## src/hw/rv_pkg.sv

```systemverilog
package rv_pkg;

  // ========================================
  // Widths and sizes
  // ========================================
  localparam int XLEN       = 32;
  localparam int REG_AW     = 5;
  localparam int DMEM_WORDS = 1024;
  // Word index width into data memory
  localparam int DMEM_AW    = $clog2(DMEM_WORDS);

  // ========================================
  // RV32I opcodes
  // ========================================
  localparam logic [6:0] OPC_R      = 7'b0110011;
  localparam logic [6:0] OPC_I      = 7'b0010011;
  localparam logic [6:0] OPC_LOAD   = 7'b0000011;
  localparam logic [6:0] OPC_STORE  = 7'b0100011;
  localparam logic [6:0] OPC_BRANCH = 7'b1100011;
  localparam logic [6:0] OPC_JAL    = 7'b1101111;
  localparam logic [6:0] OPC_JALR   = 7'b1100111;
  localparam logic [6:0] OPC_LUI    = 7'b0110111;
  localparam logic [6:0] OPC_AUIPC  = 7'b0010111;

  // Branch conditions in funct3
  localparam logic [2:0] F3_BEQ  = 3'b000;
  localparam logic [2:0] F3_BNE  = 3'b001;
  localparam logic [2:0] F3_BLT  = 3'b100;
  localparam logic [2:0] F3_BGE  = 3'b101;
  localparam logic [2:0] F3_BLTU = 3'b110;
  localparam logic [2:0] F3_BGEU = 3'b111;

  typedef enum logic [3:0] {
    ALU_ADD, ALU_SUB, ALU_SLL, ALU_SLT, ALU_SLTU, ALU_XOR,
    ALU_SRL, ALU_SRA, ALU_OR, ALU_AND, ALU_PASS_B
  } alu_op_e;

  // Operand source seen by execute
  typedef enum logic [1:0] {
    FWD_REGFILE, FWD_MEM, FWD_WB
  } fwd_sel_e;

  // ========================================
  // Pipeline payloads
  // ========================================
  typedef struct packed {
    alu_op_e    alu_op;
    logic       op_a_pc;
    logic       op_b_imm;
    logic       is_branch;
    logic       is_jal;
    logic       is_jalr;
    logic       mem_rd;
    logic       mem_wr;
    logic       rd_wen;
    logic [2:0] funct3;
  } ctrl_t;

  typedef struct packed {
    logic [XLEN-1:0] insn;
    logic [XLEN-1:0] pc;
  } if_id_t;

  typedef struct packed {
    ctrl_t             ctrl;
    logic [XLEN-1:0]   pc;
    logic [REG_AW-1:0] rs1_addr;
    logic [REG_AW-1:0] rs2_addr;
    logic [REG_AW-1:0] rd;
    logic [XLEN-1:0]   rs1_data;
    logic [XLEN-1:0]   rs2_data;
    logic [XLEN-1:0]   imm;
  } id_ex_t;

  typedef struct packed {
    ctrl_t             ctrl;
    logic [XLEN-1:0]   pc;
    logic [REG_AW-1:0] rd;
    logic [XLEN-1:0]   alu_result;
    logic [XLEN-1:0]   store_data;
    logic [XLEN-1:0]   link;
  } ex_mem_t;

  typedef struct packed {
    logic [REG_AW-1:0] rd;
    logic              rd_wen;
    logic [XLEN-1:0]   pc;
    logic [XLEN-1:0]   wb_data;
  } mem_wb_t;

  typedef struct packed {
    logic              valid;
    logic [XLEN-1:0]   pc;
    logic [REG_AW-1:0] rd;
    logic              rd_wen;
    logic [XLEN-1:0]   data;
  } retire_t;

  typedef struct packed {
    logic            taken;
    logic [XLEN-1:0] target;
  } redirect_t;

endpackage
```

## src/hw/rv_hazard.sv

```systemverilog
module rv_hazard import rv_pkg::*; (
  input  if_id_t    i_if_id,
  input  id_ex_t    i_id_ex,
  input  ex_mem_t   i_ex_mem,
  input  mem_wb_t   i_mem_wb,
  input  redirect_t i_redirect,
  output logic      o_stall,
  output logic      o_flush,
  output fwd_sel_e  o_fwd_a,
  output fwd_sel_e  o_fwd_b
);

  logic [REG_AW-1:0] dec_rs1;
  logic [REG_AW-1:0] dec_rs2;
  logic              mem_hit_ok;
  logic              wb_hit_ok;
  logic              load_use;

  // Source fields of the instruction sitting in decode
  assign dec_rs1 = i_if_id.insn[19:15];
  assign dec_rs2 = i_if_id.insn[24:20];

  // Only real writers to a nonzero rd may forward
  assign mem_hit_ok = i_ex_mem.ctrl.rd_wen && (i_ex_mem.rd != '0);
  assign wb_hit_ok  = i_mem_wb.rd_wen && (i_mem_wb.rd != '0);

  // Memory stage is younger so it wins over writeback
  function automatic fwd_sel_e pick(input logic [REG_AW-1:0] src);
    fwd_sel_e sel;
    if (mem_hit_ok && (i_ex_mem.rd == src)) begin
      sel = FWD_MEM;
    end else if (wb_hit_ok && (i_mem_wb.rd == src)) begin
      sel = FWD_WB;
    end else begin
      sel = FWD_REGFILE;
    end
    return sel;
  endfunction

  always_comb begin
    o_fwd_a = pick(i_id_ex.rs1_addr);
    o_fwd_b = pick(i_id_ex.rs2_addr);
  end

  // Load in execute feeding decode has no data until MEM
  assign load_use = i_id_ex.ctrl.mem_rd && (i_id_ex.rd != '0) &&
                    ((i_id_ex.rd == dec_rs1) || (i_id_ex.rd == dec_rs2));

  // Taken redirect squashes the two younger slots
  assign o_flush = i_redirect.taken;
  assign o_stall = load_use && !o_flush;

endmodule

```

## config.mk

```make
export PLATFORM = sky130hd
export DESIGN_NAME = rv_hazard
export DESIGN_NICKNAME = d
export VERILOG_FILES = /design/src/hw/rv_pkg.sv /design/src/hw/rv_hazard.sv
export SDC_FILE = /design/constraint.sdc
export NUM_CORES = 1
export LEC_CHECK = 0
export BUFFER_PORTS_ARGS = -buffer_cell sky130_fd_sc_hd__buf_4
export CAP_MARGIN = 20
export CORE_AREA = 10 10 180 182
export DETAILED_ROUTE_END_ITERATION = 10
export DIE_AREA = 0 0 190 192
export SYNTH_ARGS = -nofsm -noshare
export SYNTH_HDL_FRONTEND = slang
export SYNTH_SLANG_ARGS = --single-unit
export TNS_END_PERCENT = 50
```

## constraint.sdc

```tcl
create_clock -name vclk -period 4.2
set_input_delay 0.84 -clock vclk [all_inputs]
set_output_delay 0.84 -clock vclk [all_outputs]
set_load 0.005 [all_outputs]
```

======== Word-level counts from Yosys, hierarchy flattened ========
Cells that the tools add are included.
word-level totals
  register bits after elaboration ......... 0
  output and inout port bits .............. 6
  input port bits ......................... 473
  word-level logic and storage cells ...... 24
cells by class
  muxes and demuxes ....................... 4
  reductions and logical operators ........ 14
  eq/ne operators ......................... 6
operators with widths
  operator            number
  5-bit == test       6
  5-bit nonzero test  3
  1-bit logical AND   9
  2-bit two-way mux   4
  1-bit logical NOT   1
  1-bit logical OR    1

======== Depth between registers and ports, before layout ========
  depth in word-level cells ............... 5
  depth in mapped cells ................... 4
  mapped depth without buffers ............ 4

======== Worst setup path before layout ========
Ideal clock, no wire load.
  kind .................................... input to output
  start ................................... input i_ex_mem[97] (netlist bit)
  end ..................................... output o_fwd_a[1]
  slack ................................... 1.480 ns
  path buffers ............................ 0
  required time ........................... 3.360 ns
  arrival time ............................ 1.880 ns
  cell stages on the path ................. 4
  cell sequence ........................... or4_1 > o21ai_2 > nor4_1 > nor4_2
between the ends
  cells in the longest elaborated chain, start to end .. 4
  elaborated cells between the ends (all ways) .. 5
  classes of those cells .................. 1 x eq/ne; 1 x mux; 3 x reduce/logical
RTL lines
  what                   RTL line         source
  from (decl)            rv_hazard.sv:4   input ex_mem_t i_ex_mem,
  5-bit nonzero test     rv_hazard.sv:24  assign mem_hit_ok = i_ex_mem.ctrl.rd_wen && (i_ex_mem.rd != '0);
  1-bit logical AND      rv_hazard.sv:24
  1-bit logical AND (*)  rv_hazard.sv:30  if (mem_hit_ok && (i_ex_mem.rd == src)) begin
  2-bit two-way mux (*)  rv_hazard.sv:30
  to (decl)              rv_hazard.sv:9   output fwd_sel_e o_fwd_a,
Every way passes the cells marked *; elsewhere a longest branch is shown, timed or not.

======== Worst setup path in the final report ========
  start ................................... input i_ex_mem[97] (netlist bit)
  end ..................................... output o_fwd_b[1]
between the ends
  cells in the longest elaborated chain, start to end .. 4
  elaborated cells between the ends (all ways) .. 5
  classes of those cells .................. 1 x eq/ne; 1 x mux; 3 x reduce/logical
RTL lines
  what                   RTL line         source
  5-bit nonzero test     rv_hazard.sv:24
  1-bit logical AND      rv_hazard.sv:24
  1-bit logical AND (*)  rv_hazard.sv:30
  2-bit two-way mux (*)  rv_hazard.sv:30
  to (decl)              rv_hazard.sv:10  output fwd_sel_e o_fwd_b
Marked as above.

==> summary.txt <==
Final layout
  – Register Area: 0 µm²
  – Clock buffers: 0
  – Area grow syn2layout: 201%
  – Multi-input logic area: 398 µm²
  – Leading cell type in the layout, fill and taps excluded: buf_4
  – Share of cells above drive strength 1: 50.5%
  – Commonest cells after routing, fill and taps aside: buf_4 (45), xor2_1 (20), xnor2_1 (10), or4_1 (5), nand3_1 (4)
  – Post-layout nets: 570
  – Seq cells: 0
  – Filler cells: 3398

Drt
  – Avg WL per Cell: 6.60 µm
  – Post-Route WL: 3.17 mm
  – Iteration count of the initial detailed-routing pass: 3
  – Via count: 542
  – DRC viols: 0
  – Iteration-0 DRC Markers: 5
  – Antenna Nets Post-Route: 0
  – Vias per cell: 1.13

Die
  – Site row count: 62
  – Die ar.: 36500 µm²
  – Die extent in y: 192 µm
  – Core box area: 28600 µm²
  – Initial core utilization: 1.42%
  – Ports: 479
  – Die X: 190 µm

Synth
  – Synth Net Count: 524
  – Distinct cells, synth: 13
  – Register area share after synthesis: 0%
  – Yosys warns: 0
  – Syn avg cell area: 7.95 µm²
  – Synthesized area: 405 µm²
  – Synthesized instance count: 51

Power and ir drop
  – Pint: 42.1 µW
  – Peak VDD IR: 0.0193 mV
  – Psw: 27.6 µW
  – Cell Pwr Density: 57.2 nW/µm²
  – Logic pwr share: 100.0%
  – Leakage power: 0.000345 µW
  – Flop pwr share: 0%
  – Clock Power Share: 0%
  – Net Sw Frac: 39.7%

Setup path
  – Crit. path cell count: 6
  – Required time of the critical path: 3360 ps
  – Most used cell, CP: buf_4
  – Crit path capture type: output port
  – Setup crit end: o_fwd_b[1]
  – Peak fanout along the critical path: 3
  – WS Path Type: in2out
  – CP startpoint: i_ex_mem[97]
  – Crit-path leading delay family: simple AND/OR/NAND/NOR gates
  – Arrival @ worst endpoint: 2250 ps
  – Setup crit start kind: primary input
  – Slowest cell on the critical path: or4_1
  – CP Cell Sequence: buf_4 > or4_1 > o21ai_2 > nor4_1 > nor4_2 > buf_4
  – Crit path buffers/inverters: 2
  – CP peak stage delay: 530 ps

Global route
  – GR Util All Layers: 1.67%
  – Vias in the first global route: 652
  – First-pass GRT wire length: 4.28 mm
  – Congestion Overflow GR: 0
  – Largest net degree at the start of global routing: 4
  – Initial antenna violation count: 3

Placed design
  – GP Congestion: 0.638
  – HPWL Detailed: 3.14 mm
  – Worst slack at placement: 1060 ps
  – I/O Buffers: 45

STA
  – Min Tclk post-route: 3090 ps
  – Slew Viols, Final: 0
  – Slew HR: 60.8%
  – RSZ-0062 raised after global routing: no
  – Min Hold Slack: 1860 ps
  – Pin slew with the least headroom to its limit: 583 ps
  – Final Worst Setup Slack: 1110 ps
  – Setup TNS Final: 0 ps
  – Maximum clock frequency: 0.324 GHz
  – Fin. Hold Viols: 0
  – Final setup fails: 0
  – Tcrit/Tclk final: 73.6%

Outcome
  – Status: finished clean

Clocking
  – Hold Buf Count CTS: 0
  – Post-CTS Setup Repair Bufs: 0
  – Post-CTS Resized: 0

Worst hold path
  – Hold path start: i_redirect[32]
  – Hold crit path type: in2out

Job
  – Max Cap Viol: 0
power groups by stage:
| stage | combinational [µW] | clock, µW | sequential (µW) |
|---|---|---|---|
| 6_report | 69.7 | 0.0000319 | 0 |
| 5_1_grt | 77.3 | 0 | 0 |
| 4_1_cts | 71.5 | 0 | 0 |
| 3_5_place_dp | 71.4 | 0 | 0 |
| 3_3_place_gp | 70.4 | 0 | 0 |
| 2_1_floorplan | 26.8 | 0 | 0 |
per-layer routing:
metal	wire [µm]	vias to the layer above	share of wire, %	track usage (%)
met1	844	236	27	1.25
met4	1	4	0.032	0
met5	27	-	0.85	0
met3	328	4	10	0.798
li1	-	271	-	-
met2	1960	27	62	3.79
Yosys cell counts:
library cell / number / area (µm²)
xor2_1: 20 / 175
xnor2_1: 10 / 87.6
or4_1: 5 / 37.5
nand3_1: 4 / 20.0
nor3_1: 2 / 10.0
nor4_1: 2 / 12.5
nor4_2: 2 / 25.0
a21oi_1: 1 / 5.00
buf_4: 1 / 7.51
nor2b_1: 1 / 6.26
o21ai_0: 1 / 5.00
o21ai_1: 1 / 5.00
o21ai_2: 1 / 8.76
worst min-delay path by stage:
| stage | endpoint | slack (ps) | cells past startpoint |
|---|---|---|---|
| 4_1_cts | o_flush | 1860 | 2 |
| 2_1_floorplan | o_flush | 1760 | 1 |
| 3_3_place_gp | o_flush | 1860 | 2 |
| 5_1_grt | o_flush | 1870 | 2 |
| 3_5_place_dp | o_flush | 1860 | 2 |
| 6_report | o_flush | 1860 | 2 |
through the flow:
| stage | util, % | instance area (µm²) | total power, µW | cells |
|---|---|---|---|---|
| 2_1_floorplan | - | 405 | 26.8 | 51 |
| 3_3_place_gp | 4.25 | 1220 | 70.4 | 479 |
| 3_5_place_dp | 4.25 | 1220 | 71.4 | 479 |
| 4_1_cts | 4.25 | 1220 | 71.5 | 479 |
| 5_1_grt | 4.25 | 1220 | 77.3 | 479 |
| 6_report | 4.26 | 1220 | 69.7 | 480 |
final cells by class:
class	instances	share of cell area [%]
diodes	1	0.205
multi-input cells	50	32.6
repair buffers	45	27.7
well taps	384	39.4
cell families after synthesis:
logic type	Yosys count	share of synthesized area (%)
AOI/OAI and AO/OA	4	5.86
and+or+nand+nor	16	27.5
xor gates and xnor gates	30	64.8
buffers and inverters	1	1.85
(Power assumes the default switching activity.)
