## src/hw/rv_pkg.sv

```systemverilog
package rv_pkg;

  // ========================================
  // Widths and sizes
  // ========================================
  localparam int XLEN       = 32;
  localparam int REG_AW     = 5;
  localparam int DMEM_WORDS = 1024;
  // Word index width into data memory
  localparam int DMEM_AW    = $clog2(DMEM_WORDS);

  // ========================================
  // RV32I opcodes
  // ========================================
  localparam logic [6:0] OPC_R      = 7'b0110011;
  localparam logic [6:0] OPC_I      = 7'b0010011;
  localparam logic [6:0] OPC_LOAD   = 7'b0000011;
  localparam logic [6:0] OPC_STORE  = 7'b0100011;
  localparam logic [6:0] OPC_BRANCH = 7'b1100011;
  localparam logic [6:0] OPC_JAL    = 7'b1101111;
  localparam logic [6:0] OPC_JALR   = 7'b1100111;
  localparam logic [6:0] OPC_LUI    = 7'b0110111;
  localparam logic [6:0] OPC_AUIPC  = 7'b0010111;

  // Branch conditions in funct3
  localparam logic [2:0] F3_BEQ  = 3'b000;
  localparam logic [2:0] F3_BNE  = 3'b001;
  localparam logic [2:0] F3_BLT  = 3'b100;
  localparam logic [2:0] F3_BGE  = 3'b101;
  localparam logic [2:0] F3_BLTU = 3'b110;
  localparam logic [2:0] F3_BGEU = 3'b111;

  typedef enum logic [3:0] {
    ALU_ADD, ALU_SUB, ALU_SLL, ALU_SLT, ALU_SLTU, ALU_XOR,
    ALU_SRL, ALU_SRA, ALU_OR, ALU_AND, ALU_PASS_B
  } alu_op_e;

  // Operand source seen by execute
  typedef enum logic [1:0] {
    FWD_REGFILE, FWD_MEM, FWD_WB
  } fwd_sel_e;

  // ========================================
  // Pipeline payloads
  // ========================================
  typedef struct packed {
    alu_op_e    alu_op;
    logic       op_a_pc;
    logic       op_b_imm;
    logic       is_branch;
    logic       is_jal;
    logic       is_jalr;
    logic       mem_rd;
    logic       mem_wr;
    logic       rd_wen;
    logic [2:0] funct3;
  } ctrl_t;

  typedef struct packed {
    logic [XLEN-1:0] insn;
    logic [XLEN-1:0] pc;
  } if_id_t;

  typedef struct packed {
    ctrl_t             ctrl;
    logic [XLEN-1:0]   pc;
    logic [REG_AW-1:0] rs1_addr;
    logic [REG_AW-1:0] rs2_addr;
    logic [REG_AW-1:0] rd;
    logic [XLEN-1:0]   rs1_data;
    logic [XLEN-1:0]   rs2_data;
    logic [XLEN-1:0]   imm;
  } id_ex_t;

  typedef struct packed {
    ctrl_t             ctrl;
    logic [XLEN-1:0]   pc;
    logic [REG_AW-1:0] rd;
    logic [XLEN-1:0]   alu_result;
    logic [XLEN-1:0]   store_data;
    logic [XLEN-1:0]   link;
  } ex_mem_t;

  typedef struct packed {
    logic [REG_AW-1:0] rd;
    logic              rd_wen;
    logic [XLEN-1:0]   pc;
    logic [XLEN-1:0]   wb_data;
  } mem_wb_t;

  typedef struct packed {
    logic              valid;
    logic [XLEN-1:0]   pc;
    logic [REG_AW-1:0] rd;
    logic              rd_wen;
    logic [XLEN-1:0]   data;
  } retire_t;

  typedef struct packed {
    logic            taken;
    logic [XLEN-1:0] target;
  } redirect_t;

endpackage
```

## src/hw/rv_decoder.sv

```systemverilog
module rv_decoder import rv_pkg::*; (
  input  logic [XLEN-1:0] i_insn,
  output ctrl_t           o_ctrl,
  output logic [XLEN-1:0] o_imm
);

  logic [6:0]        opcode;
  logic [2:0]        funct3;
  logic              alt;
  logic [REG_AW-1:0] rd;

  assign opcode = i_insn[6:0];
  assign funct3 = i_insn[14:12];
  // funct7 bit 5 picks SUB and SRA
  assign alt    = i_insn[30];
  assign rd     = i_insn[11:7];

  // Shared ALU op table for register and immediate forms
  function automatic alu_op_e alu_sel(input logic [2:0] f3, input logic alt_bit,
                                      input logic is_reg);
    alu_op_e op;
    case (f3)
      3'b000:  op = (alt_bit && is_reg) ? ALU_SUB : ALU_ADD;
      3'b001:  op = ALU_SLL;
      3'b010:  op = ALU_SLT;
      3'b011:  op = ALU_SLTU;
      3'b100:  op = ALU_XOR;
      3'b101:  op = alt_bit ? ALU_SRA : ALU_SRL;
      3'b110:  op = ALU_OR;
      default: op = ALU_AND;
    endcase
    return op;
  endfunction

  always_comb begin
    // Unknown opcodes fall through as a no-op
    o_ctrl        = '0;
    o_ctrl.alu_op = ALU_ADD;
    o_ctrl.funct3 = funct3;
    o_imm         = '0;
    case (opcode)
      OPC_R: begin
        o_ctrl.alu_op = alu_sel(funct3, alt, 1'b1);
        o_ctrl.rd_wen = 1'b1;
      end
      OPC_I: begin
        o_ctrl.alu_op   = alu_sel(funct3, alt, 1'b0);
        o_ctrl.op_b_imm = 1'b1;
        o_ctrl.rd_wen   = 1'b1;
        o_imm           = {{20{i_insn[31]}}, i_insn[31:20]};
      end
      OPC_LOAD: begin
        // LW only, address is rs1 + imm
        o_ctrl.op_b_imm = 1'b1;
        o_ctrl.mem_rd   = 1'b1;
        o_ctrl.rd_wen   = 1'b1;
        o_imm           = {{20{i_insn[31]}}, i_insn[31:20]};
      end
      OPC_STORE: begin
        o_ctrl.op_b_imm = 1'b1;
        o_ctrl.mem_wr   = 1'b1;
        o_imm           = {{20{i_insn[31]}}, i_insn[31:25], i_insn[11:7]};
      end
      OPC_BRANCH: begin
        o_ctrl.is_branch = 1'b1;
        o_imm = {{19{i_insn[31]}}, i_insn[31], i_insn[7], i_insn[30:25],
                 i_insn[11:8], 1'b0};
      end
      OPC_JAL: begin
        o_ctrl.is_jal = 1'b1;
        o_ctrl.rd_wen = 1'b1;
        o_imm = {{11{i_insn[31]}}, i_insn[31], i_insn[19:12], i_insn[20],
                 i_insn[30:21], 1'b0};
      end
      OPC_JALR: begin
        o_ctrl.is_jalr = 1'b1;
        o_ctrl.rd_wen  = 1'b1;
        o_imm          = {{20{i_insn[31]}}, i_insn[31:20]};
      end
      OPC_LUI: begin
        o_ctrl.alu_op   = ALU_PASS_B;
        o_ctrl.op_b_imm = 1'b1;
        o_ctrl.rd_wen   = 1'b1;
        o_imm           = {i_insn[31:12], 12'b0};
      end
      OPC_AUIPC: begin
        o_ctrl.op_a_pc  = 1'b1;
        o_ctrl.op_b_imm = 1'b1;
        o_ctrl.rd_wen   = 1'b1;
        o_imm           = {i_insn[31:12], 12'b0};
      end
      default: ;
    endcase
    // Writes to x0 are dropped here
    if (rd == '0) begin
      o_ctrl.rd_wen = 1'b0;
    end
  end

endmodule

```

## config.mk

```make
export PLATFORM = sky130hd
export DESIGN_NAME = rv_decoder
export DESIGN_NICKNAME = d
export VERILOG_FILES = /design/src/hw/rv_pkg.sv /design/src/hw/rv_decoder.sv
export SDC_FILE = /design/constraint.sdc
export NUM_CORES = 1
export LEC_CHECK = 0
export ABC_AREA = 0
export ABC_CLOCK_PERIOD_IN_PS = 1850
export BUFFER_PORTS_ARGS = -buffer_cell sky130_fd_sc_hd__buf_2
export CAP_MARGIN = 20
export CORE_MARGIN = 4
export CORE_UTILIZATION = 37
export DETAILED_ROUTE_END_ITERATION = 8
export PLACE_DENSITY = 0.86
export SYNTH_ARGS = -nofsm -noshare
export SYNTH_HDL_FRONTEND = slang
export SYNTH_SLANG_ARGS = --single-unit
```

## constraint.sdc

```tcl
create_clock -name vclk -period 1.85
set_clock_uncertainty 0.1 [all_clocks]
set_input_delay 0.37 -clock vclk [all_inputs]
set_output_delay 0.37 -clock vclk [all_outputs]
set_load 0.02 [all_outputs]
```

---- Word level (Yosys, flattened, before mapping) ----
Index checks and enable logic that the tools add are counted.
operators by class
  muxes and demuxes ....................... 15
  reduce and logical (&&, ||, !) cells .... 6
  equality and inequality tests ........... 15
operators by type and width
  operator                                                         number
  32-bit one-hot mux with 5 select lines                           1
  4-bit one-hot mux with 7 select lines                            2
  7-bit by 6-bit == test with 1-bit output, second input constant  3
  7-bit == test, second input constant                             3
  7-bit by 5-bit == test with 1-bit output, second input constant  2
  4-bit one-hot mux with 3 select lines                            1
  1-bit 2-to-1 mux                                                 11
  3-bit == test, second input constant                             3
  7-bit by 2-bit == test with 1-bit output, second input constant  1
  7-bit OR reduction                                               1
  3-bit by 2-bit == test with 1-bit output, second input constant  2
  5-bit zero test                                                  1
  5-bit OR reduction                                               1
  3-bit by 1-bit == test with 1-bit output, second input constant  1
  3-bit zero test                                                  1
  3-bit OR reduction                                               1
  2-bit OR reduction                                               1
word-level totals
  bits of input ports ..................... 32
  output and inout port bits .............. 47
  register bits ........................... 0

---- Logic depth before layout (Yosys ltp) ----
  depth in word-level cells ............... 4
  mapped depth ............................ 6

---- Worst setup path before layout ----
OpenSTA, ideal clock, no wires.
  path type ............................... input to output
  from .................................... in i_insn[5]
  to ...................................... out o_imm[31]
  data required time ...................... 1.380 ns
  path slack .............................. -0.113 ns
  arrival time ............................ 1.493 ns
  cell stages on the path ................. 5
  cell sequence ........................... buf_4 -> nor4_4 -> nand2_1 -> and2_1 -> a21oi_1
on the way
  word-level cells in the longest chain between the ends .. 3
  elaborated cells on any way between the ends .. 11
  classes of those cells .................. 8 x eq/ne; 1 x mux; 2 x reduce/logical
ends and longest elaborated chain
  item                                                                       RTL line          RTL
  start, declared                                                            rv_decoder.sv:2   input logic [XLEN-1:0] i_insn,
  7-bit == test, or another cell as far along                                rv_decoder.sv:41  case (opcode)
  3-bit OR reduction (no line) / 2-bit OR reduction (equally long branches)  -
  32-bit one-hot mux with 5 select lines *                                   rv_decoder.sv:41
  end, declared                                                              rv_decoder.sv:4   output logic [XLEN-1:0] o_imm
Mark *: on every way between the ends. The rest lies on a longest branch, timed or not.

---- Final worst setup path ----
  from .................................... in i_insn[2]
  to ...................................... out o_imm[24]
The elaborated chain is that of the path after synthesis.

==> summary.md <==
| Metric | Value |
|---|---|
| # DRC | 0 |
| Crit-path cells | buf_12 -> nor4_4 -> nand2_2 -> a21oi_4 -> buf_6 -> a21o_1 -> buf_6 |
| Nets | 240 |
| Maxcap violations | 0 |
| Hold buffers post-CTS | 0 |
| Worst setup SP type | input port |
| Final Hold Slack | 0.948 ns |
| Status | complete, but fails checks |
| # rows | 15 |
| Largest fanout on the critical path | 5 |
| Highest ir drop seen on vdd | 0.112 mV |
| Post-synth top area cell | a21o_1 |
| Synthesis Warnings | 0 |
| Synth top area cells | a21o_1, buf_4, nand2_1 |
| Syn-to-layout area delta | 135% |
| Static Leak | 0.000987 uW |
| First-pass GRT wire length | 5490 um |
| Flip-flop and latch count | 0 |
| Commonest non-fill, non-tap cells in the layout | buf_4, buf_2, buf_6 |
| CP Capture Type | output port |
| Data arrival, critical path | 1.56 ns |
| Port buffer count | 79 |
| Fin. Hold Viols | 0 |
| Dpl hpwl | 2540 um |
| Failing checks | negative setup slack |
| Total power | 299 uW |
| Placement Setup Slack | -0.262 ns |
| Most common cell after layout, fill and taps aside | buf_4 |
| Slew @ Worst Pin | 0.375 ns |
| Cell Area, Synth | 723 um^2 |
| Overall Global Routing Usage | 25.2% |
| Rel. slew slack | 74.7% |
| Vias in the first global route | 1287 |
| Syn Nets | 141 |
| Chip width | 52.2 um |
| Synth cell types | 39 |
| Vert. Die Dim | 52.2 um |
| ANT nets after route | 0 |
| Vias/cell | 6.49 |
| CP Class | input port to output port |
| DR WL/cell | 23.5 um |
| # diodes | 0 |
| Hold WC Path Type | input port to output port |
| Fmax | 492 MHz |
| Final Util | 95.4% |
| RSZ-0062 raised after global routing | true |
| Area of the multi-input gates | 797 um^2 |
| 1st-iter DRT viols | 89 |
| Setup violations, final | 34 |
| Clk_buf instances | 0 |
| First-pass DRT Iterations | 4 |
| Tcrit/Tclk final | 110% |
| Post-route cell area | 1700 um^2 |
| Crit path required time | 1.38 ns |
| Avg Inst Size Synth | 6.63 um^2 |
| Boundary pin count | 79 |
| Syn Inst Count | 109 |
| CP most frequent cell | buf_6 |
| Min Tclk post-route | 2.03 ns |
| DIE AREA | 2730 um^2 |
| Final wirelength | 5440 um |
| Largest net degree at the start of global routing | 12 |
| Max incr delay on CP | 0.33 ns |
| Initial core utilization | 40.6% |
| Initial antenna violation count | 0 |
| GPL Wtd Cong | 0.945 |
| Pins Over Slew Limit | 0 |
| Sequential fraction of the synthesis area | 0% |
| Pwr dens | 176 nW/um^2 |
| Final worst slack | -0.183 ns |
| Share of layout cells above drive strength 1 | 72.3% |
| Congestion Overflow GR | 0 |
| Slowest-stage cell, CP | nor4_4 |
| Total number of vias | 1500 |
| Top cell type's share of synthesized area | 18.7% |
| Core box area | 1780 um^2 |
| FILL cells | 43 |
| Area of placed instances | 1270 um^2 |
| FF+latch area | 0 um^2 |
==> final cells by class <==
type                       instances  share of cell area, %
tap                               25                   1.84
inverter                           2                  0.442
timing repair buffer             108                   50.8
multi-input combinational         96                   46.9
==> Yosys cell counts (2+ instances only) <==
cell / number
a21o_1: 18
nand2_1: 11
nor2_1: 10
o21ai_0: 7
buf_4: 6
nor2b_1: 6
a21oi_1: 5
a22o_1: 4
buf_2: 3
a211oi_1: 2
and2_2: 2
and2b_1: 2
and3_1: 2
and3b_1: 2
buf_6: 2
inv_1: 2
mux2i_1: 2
nor3_1: 2
==> power breakdown <==
group / leakage [uW] / switching, uW / internal [uW]
Clock: 0 / 0 / 0
Sequential: 0 / 0 / 0
Combinational: 0.000987 / 162 / 137
Total: 0.000987 / 162 / 137
==> timing repair <==
action | in CTS | in global routing
endpoints found under the setup margin | 38 | 38
resized for setup | 81 | 38
pin swaps | 21 | 13
cloned | 1 | 1
buffers inserted | 4 | 1
==> per-layer routing <==
layer	routed length, um	global-route usage (%)	up-vias
li1	-	-	591
met4	409	1.28	0
met1	1780	27.9	692
met3	675	4.56	51
met5	0	0	-
met2	2570	51.0	166
==> cell families (layout without fill, tap and decap cells) <==
| logic type | count (synthesis) | in the layout | synth area share (%) |
|---|---|---|---|
| compound gates | 44 | 44 | 43.4 |
| buf+inv | 14 | 110 | 13.0 |
| mux | 3 | 3 | 4.33 |
| simple gates | 48 | 49 | 39.3 |
==> path summary, 6_finish.rpt <==
path / cells past startpoint / to / from / slack (ns)
max: 7 / o_imm[24] / i_insn[2] / -0.18
min: 3 / o_imm[16] / i_insn[16] / 0.95
==> critical path, delay by kind of cell <==
family / cells / cell delay (ns)
buf+inv: 3 / 0.39
simple gates: 2 / 0.48
compound gates: 2 / 0.33
==> stage by stage <==
step | TNS [ns] | instances
5_1_grt | -4.80 | 231
3_5_place_dp | -5.82 | 224
4_1_cts | -0.966 | 229
6_report | -3.56 | 231
3_3_place_gp | -4.11 | 224
2_1_floorplan | -0.326 | 109
No activity file was read; power rests on OpenSTA's default activity.
