**config.mk**
```make
export PLATFORM = sky130hd
export DESIGN_NAME = rv_regfile
export DESIGN_NICKNAME = d
export VERILOG_FILES = /design/src/hw/rv_pkg.sv /design/src/hw/rv_regfile.sv
export SDC_FILE = /design/constraint.sdc
export NUM_CORES = 1
export LEC_CHECK = 0
export BUFFER_PORTS_ARGS = -buffer_cell sky130_fd_sc_hd__buf_4
export CAP_MARGIN = 20
export CORE_MARGIN = 4
export CORE_UTILIZATION = 40
export DETAILED_ROUTE_END_ITERATION = 10
export GPL_ROUTABILITY_DRIVEN = 0
export GPL_TIMING_DRIVEN = 1
export PLACE_DENSITY = 0.61
export RECOVER_POWER = 25
export SKIP_LAST_GASP = 1
export SLEW_MARGIN = 0
export SYNTH_ARGS = -nofsm -noshare
export SYNTH_HDL_FRONTEND = slang
export SYNTH_SLANG_ARGS = --single-unit
```
**constraint.sdc**
```tcl
create_clock -name i_clk -period 2.9 [get_ports i_clk]
set_clock_uncertainty 0.15 [all_clocks]
set_input_delay 0.435 -clock i_clk [delete_from_list [all_inputs] [get_ports i_clk]]
set_output_delay 0.435 -clock i_clk [all_outputs]
set_load 0.02 [all_outputs]
```
**src/hw/rv_pkg.sv**
```systemverilog
package rv_pkg;

  // ========================================
  // Widths and sizes
  // ========================================
  localparam int XLEN       = 32;
  localparam int REG_AW     = 5;
  localparam int DMEM_WORDS = 1024;
  // Word index width into data memory
  localparam int DMEM_AW    = $clog2(DMEM_WORDS);

  // ========================================
  // RV32I opcodes
  // ========================================
  localparam logic [6:0] OPC_R      = 7'b0110011;
  localparam logic [6:0] OPC_I      = 7'b0010011;
  localparam logic [6:0] OPC_LOAD   = 7'b0000011;
  localparam logic [6:0] OPC_STORE  = 7'b0100011;
  localparam logic [6:0] OPC_BRANCH = 7'b1100011;
  localparam logic [6:0] OPC_JAL    = 7'b1101111;
  localparam logic [6:0] OPC_JALR   = 7'b1100111;
  localparam logic [6:0] OPC_LUI    = 7'b0110111;
  localparam logic [6:0] OPC_AUIPC  = 7'b0010111;

  // Branch conditions in funct3
  localparam logic [2:0] F3_BEQ  = 3'b000;
  localparam logic [2:0] F3_BNE  = 3'b001;
  localparam logic [2:0] F3_BLT  = 3'b100;
  localparam logic [2:0] F3_BGE  = 3'b101;
  localparam logic [2:0] F3_BLTU = 3'b110;
  localparam logic [2:0] F3_BGEU = 3'b111;

  typedef enum logic [3:0] {
    ALU_ADD, ALU_SUB, ALU_SLL, ALU_SLT, ALU_SLTU, ALU_XOR,
    ALU_SRL, ALU_SRA, ALU_OR, ALU_AND, ALU_PASS_B
  } alu_op_e;

  // Operand source seen by execute
  typedef enum logic [1:0] {
    FWD_REGFILE, FWD_MEM, FWD_WB
  } fwd_sel_e;

  // ========================================
  // Pipeline payloads
  // ========================================
  typedef struct packed {
    alu_op_e    alu_op;
    logic       op_a_pc;
    logic       op_b_imm;
    logic       is_branch;
    logic       is_jal;
    logic       is_jalr;
    logic       mem_rd;
    logic       mem_wr;
    logic       rd_wen;
    logic [2:0] funct3;
  } ctrl_t;

  typedef struct packed {
    logic [XLEN-1:0] insn;
    logic [XLEN-1:0] pc;
  } if_id_t;

  typedef struct packed {
    ctrl_t             ctrl;
    logic [XLEN-1:0]   pc;
    logic [REG_AW-1:0] rs1_addr;
    logic [REG_AW-1:0] rs2_addr;
    logic [REG_AW-1:0] rd;
    logic [XLEN-1:0]   rs1_data;
    logic [XLEN-1:0]   rs2_data;
    logic [XLEN-1:0]   imm;
  } id_ex_t;

  typedef struct packed {
    ctrl_t             ctrl;
    logic [XLEN-1:0]   pc;
    logic [REG_AW-1:0] rd;
    logic [XLEN-1:0]   alu_result;
    logic [XLEN-1:0]   store_data;
    logic [XLEN-1:0]   link;
  } ex_mem_t;

  typedef struct packed {
    logic [REG_AW-1:0] rd;
    logic              rd_wen;
    logic [XLEN-1:0]   pc;
    logic [XLEN-1:0]   wb_data;
  } mem_wb_t;

  typedef struct packed {
    logic              valid;
    logic [XLEN-1:0]   pc;
    logic [REG_AW-1:0] rd;
    logic              rd_wen;
    logic [XLEN-1:0]   data;
  } retire_t;

  typedef struct packed {
    logic            taken;
    logic [XLEN-1:0] target;
  } redirect_t;

endpackage
```
**src/hw/rv_regfile.sv**
```systemverilog
module rv_regfile import rv_pkg::*; (
  input  logic              i_clk,
  input  logic              i_reset,
  input  logic [REG_AW-1:0] i_rs1_addr,
  input  logic [REG_AW-1:0] i_rs2_addr,
  input  logic [REG_AW-1:0] i_rd_addr,
  input  logic              i_rd_wen,
  input  logic [XLEN-1:0]   i_rd_data,
  output logic [XLEN-1:0]   o_rs1_data,
  output logic [XLEN-1:0]   o_rs2_data
);

  // Storage for x1..x31 only since x0 reads zero
  logic [XLEN-1:0] regs [1:31];

  // Write is blocked while reset is held
  always_ff @(posedge i_clk) begin
    if (i_reset && i_rd_wen && (i_rd_addr != '0)) begin
      regs[i_rd_addr] <= i_rd_data;
    end
  end

  // Same-cycle write shows through to cover WB to decode
  function automatic logic [XLEN-1:0] read_port(input logic [REG_AW-1:0] addr);
    logic [XLEN-1:0] data;
    if (addr == '0) begin
      data = '0;
    end else if (i_rd_wen && (i_rd_addr == addr)) begin
      data = i_rd_data;
    end else begin
      data = regs[addr];
    end
    return data;
  endfunction

  always_comb begin
    o_rs1_data = read_port(i_rs1_addr);
    o_rs2_data = read_port(i_rs2_addr);
  end

endmodule

```
# --- After elaboration in Yosys (flattened, before gate mapping) ---
# Memories as Yosys holds them, arrays and structs flattened.
# Cells that the tools add are included.
totals:
  input_bits: 50
  latch_bits: 0
  mem_bits_rw: 992
  mem_bits_ro: 0
  reg_bits: 0
  n_memories: 1
memory_table:
  columns: ["name", "depth", "word_bits", "rd", "rd_ports_with_merged_regs", "wr", "line", "source"]
  rows:
  - ["regs", 31, 32, 2, 0, 1, "rv_regfile.sv:14", "logic [XLEN-1:0] regs [1:31];"]
classes:
  n_lt_le_gt_ge: 0
  n_mux: 6
  n_eq_ne: 2
  shift: 0
  reduce_logical: 7
  bitwise_logic: 0
  mul: 0
  n_addsub: 0
  div_mod_pow: 0
ops:
  columns: ["cell", "count"]
  rows:
  - ["$mux 32", 4]
  - ["$eq 5x5->1", 2]
  - ["$logic_not 5->1", 2]
  - ["$reduce_bool 5->1", 1]
  - ["$logic_and 1x1->1", 4]
  - ["$mux 1", 2]

# --- Logic depth before layout (Yosys ltp) ---
# Gate-level depths: netlist (run 1).
depth:
  word_depth: 4
  mapped_depth: 10

# --- Least setup slack after synthesis (run 1) ---
# OpenSTA, ideal clock, no wires.
synth_path:
  path_kind: "input to register"
  start: "in i_rd_addr[4]"
  end: "mem regs[19][0], enable pin"
  slack_ns: -0.267
  stages: 3
  t_required_ns: 2.329
  setup_ns: 0.421
  n_path_buf: 1
  arrival_ns: 2.596
  path_cell_list: "clkbuf_1 -> or3b_2 -> nor2_1"
synth_between:
  elab_chain_len: 4
synth_rtl:
  columns: ["item", "line", "source"]
  rows:
  - ["start: declaration", "rv_regfile.sv:6", "input logic [REG_AW-1:0] i_rd_addr,"]
  - ["$reduce_bool 5->1", "rv_regfile.sv:18", "if (i_reset && i_rd_wen && (i_rd_addr != '0)) begin"]
  - ["$logic_and 1x1->1", "rv_regfile.sv:18", null]
  - ["$mux 1", "rv_regfile.sv:18", null]
  - ["$mux 1 (not written as such)", "rv_regfile.sv:19", "regs[i_rd_addr] <= i_rd_data;"]
  - ["end: declaration", "rv_regfile.sv:14", null]
# Several ways; a longest one is shown, not always the timed one.

==> results of run 1 <==
[metal layers]
| layer | global-route usage | share of wire | vias up |
|---|---|---|---|
| li1 | - | - | 12652 |
| met4 | 0.0960 | 0.040 | 8 |
| met1 | 0.354 | 0.39 | 16695 |
| met2 | 0.405 | 0.46 | 2019 |
| met3 | 0.0572 | 0.11 | 369 |
| met5 | 0 | 0.00085 | - |
[kinds of logic (layout without fill, tap and decap cells)]
family | count (synthesis) | after routing | synth area share
xor+xnor | 10 | 10 | 0.00186
buf+inv | 243 | 774 | 0.0287
compound gates | 515 | 515 | 0.0811
mux | 721 | 721 | 0.229
other cells | 0 | 3 | 0
simple gates | 308 | 308 | 0.0285
flops | 992 | 992 | 0.631
[worst max-delay path, delay by kind of cell, from the launching register on]
kind	cells	cell delay [ns]
AOI/OAI and AO/OA	2	0.40
muxes	1	0.50
buffers and inverters	3	0.48
DFF	1	0.41
and+or+nand+nor	2	0.15
[power by group through the flow]
stage	registers, mW	clock network, mW	logic (mW)
finish	15.9	13.0	4.05
global route	15.9	13.8	4.19
CTS	15.9	13.1	3.84
detailed placement	16.2	0	3.56
global placement	16.2	0	3.52
floorplan	16.2	0	1.87
[synth_stat cells, types with 25 or more instances]
library cell,number,area share
a211oi_1,64,0.010
a21oi_1,85,0.0090
a221oi_1,36,0.0067
a22oi_1,50,0.0080
a32o_1,35,0.0074
buf_2,50,0.0053
buf_4,29,0.0046
buf_6,30,0.0072
clkbuf_1,116,0.0092
edfxtp_1,992,0.63
mux2i_1,413,0.088
mux4_2,284,0.14
nand2_1,113,0.0090
nand3_1,38,0.0040
nor2_1,102,0.0081
nor3_1,25,0.0027
o211ai_1,31,0.0049
o22ai_1,74,0.0098
[final timing paths]
check / depth (start not counted) / end
max: 8 / o_rs2_data[1]
min: 1 / regs[9][12]$_DFFE_PP_
[through the flow]
step,std cells,power (mW),setup TNS (ns),setup WS [ns],util
finish,4847,33.0,-7.33,-0.300,0.504
floorplan,2789,18.1,-88.32,-0.267,-
global placement,4570,19.7,-10.20,-0.472,0.455
detailed placement,4570,19.8,-11.54,-0.549,0.455
global route,4844,33.9,-10.42,-0.351,0.504
CTS,4799,32.9,-7.58,-0.304,0.496
[final cells by class]
type	count	area [um^2]	area share
Inverter	5	21.3	0.000361
Multi-Input combinational cell	1554	17500	0.297
Sequential cell	992	29800	0.506
Timing Repair Buffer	583	6360	0.108
Clock buffer	119	2620	0.0445
Clock inverter	67	653	0.0111
Tap cell	1524	1910	0.0324
Antenna cell	3	7.51	0.000128
[timing repair]
action                                  4_1_cts  5_1_grt
hold buffers                                 10        0
pin swaps                                   101       70
setup buffers                                41       38
resized for setup                           226      118
endpoints found under the setup margin       64       64
gates cloned                                  5        9
hold endpoints to repair                    184        0
==> qor.csv, run 1 <==
stage,metric,value,unit
die,ios,114,
pwr,pwr-share-clk,0.394,
yosys,syn_inst,2789,
cells_and_area,final_area,0.0588,mm^2
sta,fin_crit_sh,1.10,
global_route,grt_pass1_wl,228,mm
worst_setup_path,cp-end-kind,primary output,
sta,tightest_slew,1.52,ns
place,portBuffers,113,
detailed_routing,num_vias,31743,
cells_and_area,nFillCells,9445,
cells_and_area,max_flop_register,regs,
die,start_util,0.405,
run_status,status,"finished, violations left",
cells_and_area,drive_above_1_share,0.377,
sta,timing.fmax,312,MHz
pwr,p_sw_frac,0.240,
place,postPlaceCellArea,0.0531,mm^2
pwr,power_density,560,mW/mm^2
hold_path,holdCritPathClass,input port to register,
run_status,violations,"max-capacitance violations, max-slew violations, negative setup slack",
yosys,synth.avg_cell_area,16.9,um^2
worst_setup_path,startpoint,regs[26][1]$_DFFE_PP_,
global_route,antenna_found_initial,5,
yosys,synth_ff_type,edfxtp_1,
cells_and_area,final_common_cell,edfxtp_1,
worst_setup_path,slowest_stage,mux4_2,
place,hpwl,102,mm
yosys,synth_edf_count,992,
sta,drv_slew,34,
worst_setup_path,worstPathCellList,"mux4_2, nand2_2, nand2_2, a221oi_2, buf_4, o41ai_4, buf_4, buf_4",
cts,cts_tree,built,
worst_setup_path,critPathMaxFanout,2,
cts,cts_buffer_depth,3,
detailed_routing,wl,164,mm
pwr,p_int,25.1,mW
worst_setup_path,critPathLaunchType,register,
pwr,p_leak,20.3,nW
global_route,gr-total-overflow,0,
hold_path,worstHoldStart,i_rd_data[12],
detailed_routing,drt_first_iter_violations,3940,
detailed_routing,viasPerCell,6.55,
yosys,syn_area,0.0472,mm^2
pwr,peakVddDrop,0.429,mV
die,rows,125,
sta,fin_ws,-0.300,ns
global_route,grt_max_degree,65,
yosys,ys_seq_area_frac,0.631,
detailed_routing,first_pass_iters,6,
sta,hold_violations,0,
die,die_area,0.124,mm^2
worst_setup_path,slowest_delay,0.50,ns
cells_and_area,largest_register_ffs,992,
die,core_area,0.117,mm^2
cts,htreeDepth,3,
global_route,track_usage,0.258,
global_route,grt_pass1_vias,31828,
cts,cts-root-buf,clkbuf_16,
worst_setup_path,crit_type,register to primary output,
worst_setup_path,arrival,2.62,ns
cells_and_area,top_regs,regs: 992 flops,
cts,clkTransAtPathRegs,0.06,ns
sta,rsz0062_at_grt,true,
detailed_routing,routedWlPerCell,33.8,um
worst_setup_path,crit_top_cell,buf_4,
sta,whs,0.0774,ns
sta,relSlewSlack,-0.0104,
pwr,p_comb_frac,0.123,
pwr,switchingPower,7.90,mW
cells_and_area,layout_common_cells,"992 x edfxtp_1, 408 x mux2i_1, 360 x buf_4, 284 x mux4_2, 111 x clkbuf_16",
yosys,yosysWarnings,0,
cells_and_area,area_growth,24.7,%
die,die_h,352,um
cells_and_area,final_nets,3287,
sta,fin_crit,3.20,ns
sta,setup_viol,59,
die,dieWidth,352,um
cts,clkSinkCount,992,
yosys,ys_types,57,
yosys,synthArstFlopShare,0,
yosys,ys_seq_elements,992,
run,cap_violations,2,
detailed_routing,drt.antenna.violating_nets,0,
cts,cts_made_buffers,101,
worst_setup_path,worstPathRequired,2.32,ns
yosys,syn_nets,2839,
detailed_routing,drc,0,
pwr,seqPwrFrac,0.483,
No activity file was read; power rests on OpenSTA's default activity.
==> run 2: changes to the inputs <==
--- a/config.mk
+++ b/config.mk
@@ -19,3 +19,4 @@
 export SYNTH_ARGS = -nofsm -noshare
 export SYNTH_HDL_FRONTEND = slang
 export SYNTH_SLANG_ARGS = --single-unit
+export TNS_END_PERCENT = 1
==> run 2 against run 1 <==
Effect of this change:
- the flow still finishes with violations (max-capacitance violations, max-slew violations, negative setup slack)
- clock power is essentially flat
- die area is the same
- setup slack lost 0.051 ns
- global-route usage grew 0.069 points
- flip-flop and latch count is the same
- fmax shrank 1.6%
- critical endpoint is now o_rs1_data[30]
- largest cell class unchanged
- largest power group unchanged
==> qor.csv, run 2 (synthesized netlist as in run 1, its figures left out) <==
stage,metric,value,unit,change
sta,relSlewSlack,-0.0844,,-0.0739
die,start_util,0.405,,unchanged
die,die_h,352,um,unchanged
worst_setup_path,crit_top_cell,mux4_2,,
cts,cts_tree,built,,
cells_and_area,top_regs,regs: 992 flops,,
worst_setup_path,cp-end-kind,primary output,,
die,dieWidth,352,um,unchanged
worst_setup_path,worstPathRequired,2.32,ns,about the same
global_route,grt_pass1_vias,31535,,-0.92%
sta,whs,0.286,ns,+0.208 ns
place,postPlaceCellArea,0.0531,mm^2,about the same
die,core_area,0.117,mm^2,unchanged
sta,fin_crit,3.25,ns,+0.0508 ns
global_route,gr-total-overflow,0,,unchanged
global_route,grt_max_degree,37,,-43%
run,cap_violations,4,,+2
sta,fin_crit_sh,1.12,,+0.0175
worst_setup_path,arrival,2.67,ns,+0.05 ns
die,rows,125,,unchanged
cells_and_area,nFillCells,9587,,+1.5%
sta,rsz0062_at_grt,true,,
cells_and_area,final_common_cell,edfxtp_1,,
pwr,p_int,24.9,mW,-0.60%
cts,cts_made_buffers,101,,unchanged
global_route,antenna_found_initial,5,,unchanged
pwr,power_density,578,mW/mm^2,+3.1%
sta,fin_ws,-0.351,ns,-0.0508 ns
cells_and_area,seq_area,0.0298,mm^2,unchanged
detailed_routing,wl,162,mm,-1.2%
worst_setup_path,crit_type,register to primary output,,
cells_and_area,final_area,0.0567,mm^2,-3.7%
sta,fin_setup_tns,-14.52,ns,-7.19 ns
worst_setup_path,path_delay_family,multiplexers,,
place,hpwl,104,mm,+2.3%
worst_setup_path,slowest_delay,0.53,ns,+0.03 ns
cts,htreeDepth,3,,unchanged
pwr,peakVddDrop,0.529,mV,+23%
cells_and_area,max_flop_register,regs,,
place,portBuffers,113,,unchanged
cts,cts-root-buf,clkbuf_16,,
sta,drv_slew,102,,+200%
die,die_area,0.124,mm^2,unchanged
hold_path,holdCritPathClass,input port to register,,
worst_setup_path,worstPathCellList,"mux4_2, mux4_2, nor3b_2, a2111oi_2, buf_4",,
place,dp_slack,-0.598,ns,-0.0488 ns
die,ios,114,,unchanged
worst_setup_path,critPathBufInv,1,,-2
detailed_routing,drt_first_iter_violations,3927,,-0.33%
worst_setup_path,critPathLaunchType,register,,
sta,timing.fmax,308,MHz,-1.6%
worst_setup_path,critPathMaxFanout,2,,unchanged
pwr,p_leak,19.3,nW,-4.9%
pwr,p_sw_frac,0.239,,-0.000947
pwr,p_comb_frac,0.111,,-0.012
cells_and_area,drive_above_1_share,0.305,,-0.0722
cts,cts_buffer_depth,3,,unchanged
pwr,pwr-share-clk,0.403,,+0.009
pwr,seqPwrFrac,0.486,,+0.003
cells_and_area,multi_input_area,0.0165,mm^2,-5.8%
sta,tightest_slew,1.63,ns,+0.111 ns
sta,setup_viol,64,,+8.5%
cells_and_area,largest_register_ffs,992,,unchanged
detailed_routing,routedWlPerCell,34.1,um,+0.72%
run_status,status,"finished, violations left",,
global_route,grt_pass1_wl,228,mm,about the same
global_route,track_usage,0.258,,+0.000686
sta,hold_violations,0,,unchanged
run_status,violations,"max-capacitance violations, max-slew violations, negative setup slack",,
detailed_routing,first_pass_iters,5,,-1
detailed_routing,num_vias,31237,,-1.6%
detailed_routing,drt.antenna.violating_nets,0,,unchanged
cells_and_area,layout_common_cells,"992 x edfxtp_1, 413 x mux2i_1, 338 x buf_4, 284 x mux4_2, 115 x buf_12",,
pwr,switchingPower,7.81,mW,-1.1%
cts,clkSinkCount,992,,unchanged
cells_and_area,area_growth,20.1,%,
cts,clkTransAtPathRegs,0.07,ns,about the same
cells_and_area,final_nets,3201,,-2.6%
detailed_routing,drc,0,,unchanged
detailed_routing,viasPerCell,6.57,,+0.29%
worst_setup_path,slowest_stage,mux4_2,,
[run 2: cell types whose count changed in the layout (fill, tap and decap cells not counted), sizes merged]
cell | before | now
clkinv | 51 | 43
bufinv | 11 | 12
bufbuf | 2 | 0
buf | 543 | 456
clkinvlp | 6 | 4
clkbuf | 147 | 140
dlygate4sd3 | 10 | 21
diode | 3 | 2
inv | 4 | 8
[run 2: cell type report]
class / instances / area share
repair buffers: 497 / 0.0913
diodes: 2 / 0.0000883
clock buffers: 120 / 0.0462
flip-flops and latches: 992 / 0.526
well taps: 1524 / 0.0336
clock inverters: 62 / 0.0121
multi-input cells: 1554 / 0.291
inverters: 5 / 0.000331
[run 2: power by group through the flow]
stage / clock [mW] / combinational, mW / sequential, mW
after global placement: 0 / 3.49 / 16.2
after global routing: 14.0 / 3.77 / 15.9
after floorplan: 0 / 1.87 / 16.2
after detailed placement: 0 / 3.54 / 16.2
after CTS: 13.3 / 3.59 / 15.9
final: 13.2 / 3.62 / 15.9
[run 2: final timing paths]
path,startpoint,to,cells after the start
worst max-delay path,regs[11][30]$_DFFE_PP_,o_rs1_data[30],5
worst min-delay path,i_rd_addr[4],regs[20][27]$_DFFE_PP_,3
[run 2: what timing repair did]
action / in CTS / in global routing
pin swaps: 1 / 1
setup buffers: 1 / 0
hold endpoints to repair: 516 / 0
setup endpoints to repair: 64 / 64
resized for setup: 17 / 4
hold buffers: 21 / 0
[run 2: worst min-delay path, stage by stage]
cell,delay [ns]
buf_4,0.17
nand3b_1,0.17
nor2_4,0.14
[run 2: stage by stage]
stage                     power [mW]  utilization  std cells
after floorplan                 18.1            -       2789
after global placement          19.7        0.455       4551
after detailed placement        19.8        0.455       4551
after CTS                       32.8        0.486       4754
after global routing            33.6        0.486       4755
final                           32.7        0.486       4756
[run 2: metal layers]
metal / track usage / wire length (um) / part of all wire
met1: 0.348 / 62800 / 0.39
met5: 0 / 8 / 0.000049
met4: 0.0978 / 6650 / 0.041
met3: 0.0583 / 16900 / 0.10
met2: 0.412 / 75700 / 0.47
